[config.mk]
export PLATFORM = sky130hd
export DESIGN_NAME = msx_video_cfg_top
export DESIGN_NICKNAME = d
export VERILOG_FILES = /design/src/msx_video_pkg.sv /design/src/osd_status_decode.sv /design/src/crop_select.sv /design/src/aspect_result.sv /design/src/tape_route.sv /design/src/msx_video_cfg_top.sv
export SDC_FILE = /design/constraint.sdc
export NUM_CORES = 1
export LEC_CHECK = 0
export BUFFER_PORTS_ARGS = -buffer_cell sky130_fd_sc_hd__buf_2
export CAP_MARGIN = 20
export CORE_UTILIZATION = 45
export CTS_CLUSTER_SIZE = 16
export DETAILED_ROUTE_END_ITERATION = 10
export PLACE_DENSITY_LB_ADDON = 0.3
export SLEW_MARGIN = 0
export SYNTH_ARGS = -nofsm -noshare
export SYNTH_HDL_FRONTEND = slang
export SYNTH_SLANG_ARGS = --single-unit
[constraint.sdc]
create_clock -name CLK_VIDEO -period 1.1 [get_ports CLK_VIDEO]
set_input_delay 0.11 -clock CLK_VIDEO [delete_from_list [all_inputs] [get_ports CLK_VIDEO]]
set_output_delay 0.11 -clock CLK_VIDEO [all_outputs]
set_load 0.03 [all_outputs]
[src/msx_video_pkg.sv]
// MSX video config package with settings enums, bus structs and default constants
package msx_video_pkg;

   // ======================================================================
   // Status word and defaults
   // ======================================================================

   // Width of the OSD status word
   localparam int unsigned STATUS_W = 64;

   // Aspect numbers for the original 4:3 picture
   localparam logic [12:0] DEF_ARX_NATIVE = 13'd400;
   // Narrower picture for 600/800 line displays
   localparam logic [12:0] DEF_ARX_WIDE   = 13'd340;
   localparam logic [12:0] DEF_ARY_NATIVE = 13'd300;

   // Loader index of a cassette file
   localparam logic [5:0]  DEF_CAS_INDEX  = 6'd8;

   // ======================================================================
   // Setting enums
   // ======================================================================

   // Status bits 2:1
   typedef enum logic [1:0] {
      AR_ORIGINAL = 2'd0,
      AR_FULL     = 2'd1,
      AR_CUSTOM1  = 2'd2,
      AR_CUSTOM2  = 2'd3
   } aspect_e;

   // Status bits 6:5, same coding as the scaler
   typedef enum logic [1:0] {
      SCALE_NORMAL       = 2'd0,
      SCALE_VINT         = 2'd1,
      SCALE_NARROW_HVINT = 2'd2,
      SCALE_WIDE_HVINT   = 2'd3
   } scale_e;

   // Status bit 8
   typedef enum logic {
      TAPE_SRC_FILE = 1'b0,
      TAPE_SRC_ADC  = 1'b1
   } tape_src_e;

   // ======================================================================
   // Bus structs
   // ======================================================================

   // Decoded OSD settings, 10 bits
   typedef struct packed {
      aspect_e    aspect;
      logic [1:0] scanlines;
      scale_e     scale;
      logic       vcrop_en;
      tape_src_e  tape_src;
      logic       tape_rewind;
      logic       scandoubler;
   } osd_cfg_t;

   // Connected HDMI display size, 24 bits
   typedef struct packed {
      logic [11:0] width;
      logic [11:0] height;
   } hdmi_size_t;

   // Crop lookup result, 11 bits
   typedef struct packed {
      logic [9:0] vcrop;
      logic       wide_mode;
   } crop_t;

   // Settings for the scaler, 40 bits
   typedef struct packed {
      logic [12:0] arx;
      logic [12:0] ary;
      logic [9:0]  crop_size;
      scale_e      scale;
      logic [1:0]  scanlines;
   } video_cfg_t;

endpackage

[src/osd_status_decode.sv]
// OSD status decoder: typed video/tape settings and registered core reset
module osd_status_decode (
   input  logic                                CLK_VIDEO,
   input  logic                                arst_n,
   input  logic [msx_video_pkg::STATUS_W-1:0] status,
   input  logic                                forced_scandoubler,
   input  logic                                ext_reset,
   input  logic                                cart_reset,
   output msx_video_pkg::osd_cfg_t             cfg,
   output logic                                core_reset
);

   import msx_video_pkg::*;

   // ======================================================================
   // Status word fields
   // ======================================================================

   // Bit 0 reset, bit 10 reset and detach cartridge
   logic       reset_req;
   // Any scanline level forces the scandoubler path
   logic [1:0] scanline_lvl;

   assign scanline_lvl = status[4:3];
   assign reset_req    = ext_reset | status[0] | status[10] | cart_reset;

   always_comb begin
      // Aspect ratio menu, 2 bits
      cfg.aspect      = aspect_e'(status[2:1]);
      // Scanlines off/25/50/75
      cfg.scanlines   = scanline_lvl;
      // Scaler integer modes
      cfg.scale       = scale_e'(status[6:5]);
      // Vertical crop on
      cfg.vcrop_en    = status[7];
      // File or ADC tape input
      cfg.tape_src    = tape_src_e'(status[8]);
      // Rewind trigger from the menu
      cfg.tape_rewind = status[9];
      // Scandoubler active, picture not upscaled
      cfg.scandoubler = forced_scandoubler | (|scanline_lvl);
   end

   // ======================================================================
   // Core reset register
   // ======================================================================

   // Held high through arst_n
   // One cycle behind its sources on both edges
   always_ff @(posedge CLK_VIDEO or negedge arst_n) begin
      if (!arst_n) begin
         core_reset <= 1'b1;
      end else begin
         core_reset <= reset_req;
      end
   end

endmodule

[src/crop_select.sv]
// Vertical crop lookup from the connected HDMI resolution
module crop_select (
   input  logic                      CLK_VIDEO,
   input  logic                      arst_n,
   input  msx_video_pkg::hdmi_size_t hdmi,
   input  msx_video_pkg::osd_cfg_t   cfg,
   output msx_video_pkg::crop_t      crop
);

   import msx_video_pkg::*;

   // Height plus half height, one extra bit against overflow
   logic [12:0] h_one_half;
   // Display at least 3:2 wide
   logic        wide_fit;
   // Display wide enough for the 4:3 big modes
   logic        big_fit;
   crop_t       crop_d;

   assign h_one_half = {1'b0, hdmi.height} + {2'b00, hdmi.height[11:1]};
   assign wide_fit   = {1'b0, hdmi.width} >= h_one_half;
   assign big_fit    = hdmi.width >= 12'd1440;

   // ======================================================================
   // Lookup table
   // ======================================================================

   always_comb begin
      crop_d = '0;
      // Scandoubler output is never cropped
      if (!cfg.scandoubler) begin
         if (wide_fit) begin
            case (hdmi.height)
               12'd480: crop_d.vcrop = 10'd240;
               12'd600: begin
                  // 3x200 lines, needs the narrower picture
                  crop_d.vcrop     = 10'd200;
                  crop_d.wide_mode = 1'b1;
               end
               12'd720: crop_d.vcrop = 10'd240;
               // NTSC shows only 250 lines here
               12'd768: crop_d.vcrop = 10'd256;
               12'd800: begin
                  // 4x200 lines
                  crop_d.vcrop     = 10'd200;
                  crop_d.wide_mode = 1'b1;
               end
               12'd1080: crop_d.vcrop = 10'd216;
               12'd1200: crop_d.vcrop = 10'd240;
               default:  crop_d = '0;
            endcase
         end else if (big_fit) begin
            // 1920x1440 and 2048x1536 are 4:3, missed by the 3:2 test
            case (hdmi.height)
               12'd1440: crop_d.vcrop = 10'd240;
               12'd1536: crop_d.vcrop = 10'd256;
               default:  crop_d = '0;
            endcase
         end
      end
   end

   // ======================================================================
   // Output register
   // ======================================================================

   always_ff @(posedge CLK_VIDEO or negedge arst_n) begin
      if (!arst_n) begin
         crop <= '0;
      end else begin
         crop <= crop_d;
      end
   end

endmodule

[src/aspect_result.sv]
// Aspect ratio, crop size, scale and scanline outputs for the scaler
module aspect_result #(
   parameter logic [12:0] ARX_NATIVE = msx_video_pkg::DEF_ARX_NATIVE,
   parameter logic [12:0] ARX_WIDE   = msx_video_pkg::DEF_ARX_WIDE,
   parameter logic [12:0] ARY_NATIVE = msx_video_pkg::DEF_ARY_NATIVE
) (
   input  logic                      CLK_VIDEO,
   input  logic                      arst_n,
   input  msx_video_pkg::crop_t      crop,
   input  msx_video_pkg::osd_cfg_t   cfg,
   output msx_video_pkg::video_cfg_t video_cfg
);

   import msx_video_pkg::*;

   // Narrow picture only when crop is actually applied
   logic       wide;
   video_cfg_t video_cfg_d;

   assign wide = crop.wide_mode & cfg.vcrop_en;

   always_comb begin
      // Original aspect sends real ratio numbers
      if (cfg.aspect == AR_ORIGINAL) begin
         video_cfg_d.arx = wide ? ARX_WIDE : ARX_NATIVE;
         video_cfg_d.ary = ARY_NATIVE;
      end else begin
         // Other modes select scaler preset 0..2, ary zero
         video_cfg_d.arx = {11'd0, cfg.aspect} - 13'd1;
         video_cfg_d.ary = 13'd0;
      end
      video_cfg_d.crop_size = cfg.vcrop_en ? crop.vcrop : 10'd0;
      video_cfg_d.scale     = cfg.scale;
      video_cfg_d.scanlines = cfg.scanlines;
   end

   // ======================================================================
   // Output register
   // ======================================================================

   always_ff @(posedge CLK_VIDEO or negedge arst_n) begin
      if (!arst_n) begin
         video_cfg <= '0;
      end else begin
         video_cfg <= video_cfg_d;
      end
   end

endmodule

[src/tape_route.sv]
// Tape input routing, cassette play/rewind and cassette download wait
module tape_route #(
   parameter logic [5:0] CAS_INDEX = msx_video_pkg::DEF_CAS_INDEX
) (
   input  msx_video_pkg::osd_cfg_t cfg,
   input  logic                    ioctl_download,
   input  logic [5:0]              ioctl_index,
   input  logic                    cas_ready,
   input  logic                    cas_bit,
   input  logic                    adc_bit,
   input  logic                    adc_active,
   input  logic                    cas_motor,
   input  logic                    core_reset,
   output logic                    tape_in,
   output logic                    cas_play,
   output logic                    cas_rewind,
   output logic                    ioctl_wait
);

   import msx_video_pkg::*;

   // Cassette file being loaded into the buffer
   logic cas_dl;

   assign cas_dl = ioctl_download & (ioctl_index == CAS_INDEX);

   // ADC bit only counts while the ADC sees a signal
   assign tape_in = (cfg.tape_src == TAPE_SRC_FILE) ? cas_bit : (adc_bit & adc_active);

   // Motor line is active low
   assign cas_play = ~cas_motor;

   // Back to tape start on menu request, new file, or reset
   assign cas_rewind = cfg.tape_rewind | cas_dl | core_reset;

   // Stall the loader at once while the buffer is busy
   assign ioctl_wait = cas_dl & ~cas_ready;

endmodule

[src/msx_video_cfg_top.sv]
// MSX video configuration and tape routing top level
module msx_video_cfg_top #(
   parameter logic [12:0] ARX_NATIVE = msx_video_pkg::DEF_ARX_NATIVE,
   parameter logic [12:0] ARX_WIDE   = msx_video_pkg::DEF_ARX_WIDE,
   parameter logic [12:0] ARY_NATIVE = msx_video_pkg::DEF_ARY_NATIVE,
   parameter logic [5:0]  CAS_INDEX  = msx_video_pkg::DEF_CAS_INDEX
) (
   input  logic                                CLK_VIDEO,
   input  logic                                arst_n,
   // OSD menu and framework
   input  logic [msx_video_pkg::STATUS_W-1:0] status,
   input  logic                                forced_scandoubler,
   input  logic                                ext_reset,
   input  logic                                cart_reset,
   input  msx_video_pkg::hdmi_size_t           hdmi,
   // Loader
   input  logic                                ioctl_download,
   input  logic [5:0]                          ioctl_index,
   output logic                                ioctl_wait,
   // Cassette buffer, player and ADC
   input  logic                                cas_ready,
   input  logic                                cas_bit,
   input  logic                                adc_bit,
   input  logic                                adc_active,
   input  logic                                cas_motor,
   // Core side
   output logic                                core_reset,
   output logic                                tape_in,
   output logic                                cas_play,
   output logic                                cas_rewind,
   // Scaler side
   output msx_video_pkg::video_cfg_t           video_cfg
);

   import msx_video_pkg::*;

   osd_cfg_t cfg;
   crop_t    crop;

   // ======================================================================
   // Decode
   // ======================================================================

   osd_status_decode u_decode (
      .CLK_VIDEO          (CLK_VIDEO),
      .arst_n             (arst_n),
      .status             (status),
      .forced_scandoubler (forced_scandoubler),
      .ext_reset          (ext_reset),
      .cart_reset         (cart_reset),
      .cfg                (cfg),
      .core_reset         (core_reset)
   );

   // ======================================================================
   // Video path
   // ======================================================================

   crop_select u_crop (
      .CLK_VIDEO (CLK_VIDEO),
      .arst_n    (arst_n),
      .hdmi      (hdmi),
      .cfg       (cfg),
      .crop      (crop)
   );

   aspect_result #(
      .ARX_NATIVE (ARX_NATIVE),
      .ARX_WIDE   (ARX_WIDE),
      .ARY_NATIVE (ARY_NATIVE)
   ) u_aspect (
      .CLK_VIDEO (CLK_VIDEO),
      .arst_n    (arst_n),
      .crop      (crop),
      .cfg       (cfg),
      .video_cfg (video_cfg)
   );

   // Tape path, no clock
   tape_route #(
      .CAS_INDEX (CAS_INDEX)
   ) u_tape (
      .cfg            (cfg),
      .ioctl_download (ioctl_download),
      .ioctl_index    (ioctl_index),
      .cas_ready      (cas_ready),
      .cas_bit        (cas_bit),
      .adc_bit        (adc_bit),
      .adc_active     (adc_active),
      .cas_motor      (cas_motor),
      .core_reset     (core_reset),
      .tape_in        (tape_in),
      .cas_play       (cas_play),
      .cas_rewind     (cas_rewind),
      .ioctl_wait     (ioctl_wait)
   );

endmodule

==> qor.txt <==
status: complete, but fails checks
failing checks: setup timing
peak supply drop: 0.416 mV
clk sink count: 22
final core occ: 70.2%
final slew viol count: 0
port bufs: 83
Fin Clk Skew: 0.417 ps
ys async rst share: 100%
Ports: 150
ANT nets after route: 0
pre-CTS setup slack: -1910 ps
Layout fillers: 353
top-area cell type share of the netlist area: 25.3%
Post-Synth Simple-Gate Area: 18.4%
Synth Instances: 223
worst-skew pair later-pin latency: 260 ps
Syn Area/Cell: 9.30 um^2
Core Area: 4380 um^2
Die Area: 4880 um^2
DR vias/cell: 4.84
met3 wire length: 192 um
highest metal used: met4
vias in the first global route: 1758
Min Hold Slack: 34.2 ps
Routability Congestion: 0.899
first-pass GRT wire length: 7490 um
DRC Markers: 0
top cells by count, synth: 38 x ha_1, 25 x buf_4, 21 x dfrtp_1, 17 x inv_1, 13 x nand2_1
Synth Area in Compound Gates: 15.0%
Layout Cells excl Fill: 403
# setup viols final: 7
clock period minus worst slack: 2770 ps
synth top area cells: dfrtp_1 25%, ha_1 23%, buf_4 9.1%
DR vias: 1952
Logic pwr share: 44.1%
RSZ-0062 raised after global routing: true
Ant. Diodes: 0
DIE HEIGHT: 69.9 um
Hold Path Class: in2reg
Synth Area in Adders: 23.9%
grt total ovfl: 0
area post-placement: 2830 um^2
clk root buf: clkbuf_8
Final Power: 2.79 mW
placed insts: 391
sequential cell area fraction in the yosys report: 26.6%
register bit total from synthesis: 22
Pleak: 1.62 nW
All-Layer GR Usage: 18.5%
num rows: 24
CTS Buf Count: 3
WL/cell: 11.5 um
DP Wirelength: 3810 um
Hold Violations, Final: 0
Reg area: 552 um^2
mux cell area share after synthesis: 0%
PD cells: 907 nW/um^2
TritonCTS clock tree: yes
Final Cycle Share: 252%
initial cell density of the core: 47.3%
post-synth top area cell: dfrtp_1
Die Wd: 69.9 um
Max Cap Viol: 0
post-synthesis cell area: 2070 um^2
fin worst setup slack: -1670 ps
largest net degree at the start of global routing: 23
clock tree buffer depth: 2
layout cells sized above 1: 47.3%
Flop pwr share: 29.8%
drt first-iter violations: 98
critical path peak fanout: 5
post-synthesis cell type count: 47
clock share of power: 26.0%
final WL: 4650 um
metal2 WL: 2410 um
most common cell in the synthesized netlist: ha_1
Met1 Wirelength: 2000 um
xor/xnor share of the synthesized area: 3.80%
Layout area overhead: 48.5%
Required @ worst endpoint: 1230 ps
initial antenna violation count: 0
Synth Flop Type: dfrtp_1
switching power: 0.898 mW
type of origin of the critical path: input port
EDFF count, synth: 0
Setup TNS: -9600 ps
Crit. End Element: register
WP data arrival: 2900 ps
internal power: 1.90 mW
switch share: 32.1%
WS Path Type: in2reg
drt first pass iters: 5
YS warnings: 0
H-tree depth: 1
clk slew on worst S/H paths: 80 ps
area of the multi-input gates: 1460 um^2
Fmax: 361 MHz
main combinational cell family by area after synthesis: adder cells
NumNets Final: 496
design area: 3080 um^2
-- flip-flops by register name (all words and copies together) (netlist names) --
name and cells:
u_crop.crop 6, u_aspect.video_cfg 15, u_decode.core_reset 1
-- critical path, cell delays in order --
cell      delay [ps]
buf_8            100
ha_4             150
inv_2             60
fa_2             240
nor2b_4           50
o31a_4           290
o211ai_2         170
nand2b_1          90
a21oi_2          130
xor2_1            80
ha_1             300
a21o_1           120
a21oi_2           50
a221o_1          320
a41oi_4          280
and2_4           240
o32ai_2          100
-- power by group through the flow --
stage / Sequential [mW] / Clock (mW) / Combinational [mW]
after floorplan: 0.889 / 0 / 0.718
after global placement: 0.849 / 0 / 1.12
after detailed placement: 0.850 / 0 / 1.15
after CTS: 0.834 / 0.743 / 1.21
after global routing: 0.835 / 0.789 / 1.34
final: 0.833 / 0.726 / 1.23
-- layout make-up --
| type | instances | area share [%] |
|---|---|---|
| repair buffers | 136 | 28.0 |
| clock inverters | 1 | 0.975 |
| well taps | 52 | 2.11 |
| inverters | 17 | 2.19 |
| flip-flops and latches | 22 | 17.9 |
| multi-input cells | 172 | 47.4 |
| clock buffers | 3 | 1.34 |
-- timing repair --
| action | CTS | global route |
|---|---|---|
| hold endpoints to repair | 25 | 0 |
| hold buffers | 5 | 0 |
| cloned | 0 | 0 |
| pin swaps | 8 | 8 |
| resized for setup | 16 | 9 |
| setup endpoints to repair | 7 | 8 |
| buffers inserted | 2 | 1 |
-- final timing paths --
path | from | to | slack (ps) | depth (start not counted)
setup / recovery | hdmi[1] | u_crop.crop[6]$_DFF_PN0_ | -1670 | 17
hold / removal | status[2] | u_aspect.video_cfg[34]$_DFF_PN0_ | 30 | 2
setup reg to reg | u_crop.crop[0]$_DFF_PN0_ | u_aspect.video_cfg[34]$_DFF_PN0_ | 430 | 1
hold reg to reg | u_crop.crop[0]$_DFF_PN0_ | u_aspect.video_cfg[34]$_DFF_PN0_ | 440 | 1
max in group asynchronous | arst_n | u_decode.core_reset$_DFF_PN1_ | 420 | 2
min in group asynchronous | arst_n | u_aspect.video_cfg[8]$_DFF_PN0_ | 340 | 2
-- layer usage --
layer	vias up	global-route usage, %
li1	1002	-
met1	887	22.5
met2	57	34.9
met3	6	1.88
met4	0	4.00
met5	-	0
-- cells by family after synthesis --
group / count (synthesis)
other: 1
xor gates and xnor gates: 9
AOI/OAI and AO/OA: 41
DFF: 22
and+or+nand+nor: 69
buffers and inverters: 42
adders and majority gates: 39
-- layout by cell type, fill, tap and decap left out, types with 5 or more instances in the layout --
cell,Yosys,layout
a21oi_1,8,5
and2_1,6,6
buf_2,0,77
buf_4,25,50
conb_1,1,14
dfrtp_1,21,21
dlygate4sd3_1,0,5
ha_1,38,30
ha_4,0,5
inv_1,17,14
nand2_1,13,13
nand3_1,8,7
nand4_1,6,6
nor2_1,12,12
o21ai_0,11,10
xor2_1,5,5
No activity file was read; power rests on OpenSTA's default activity.
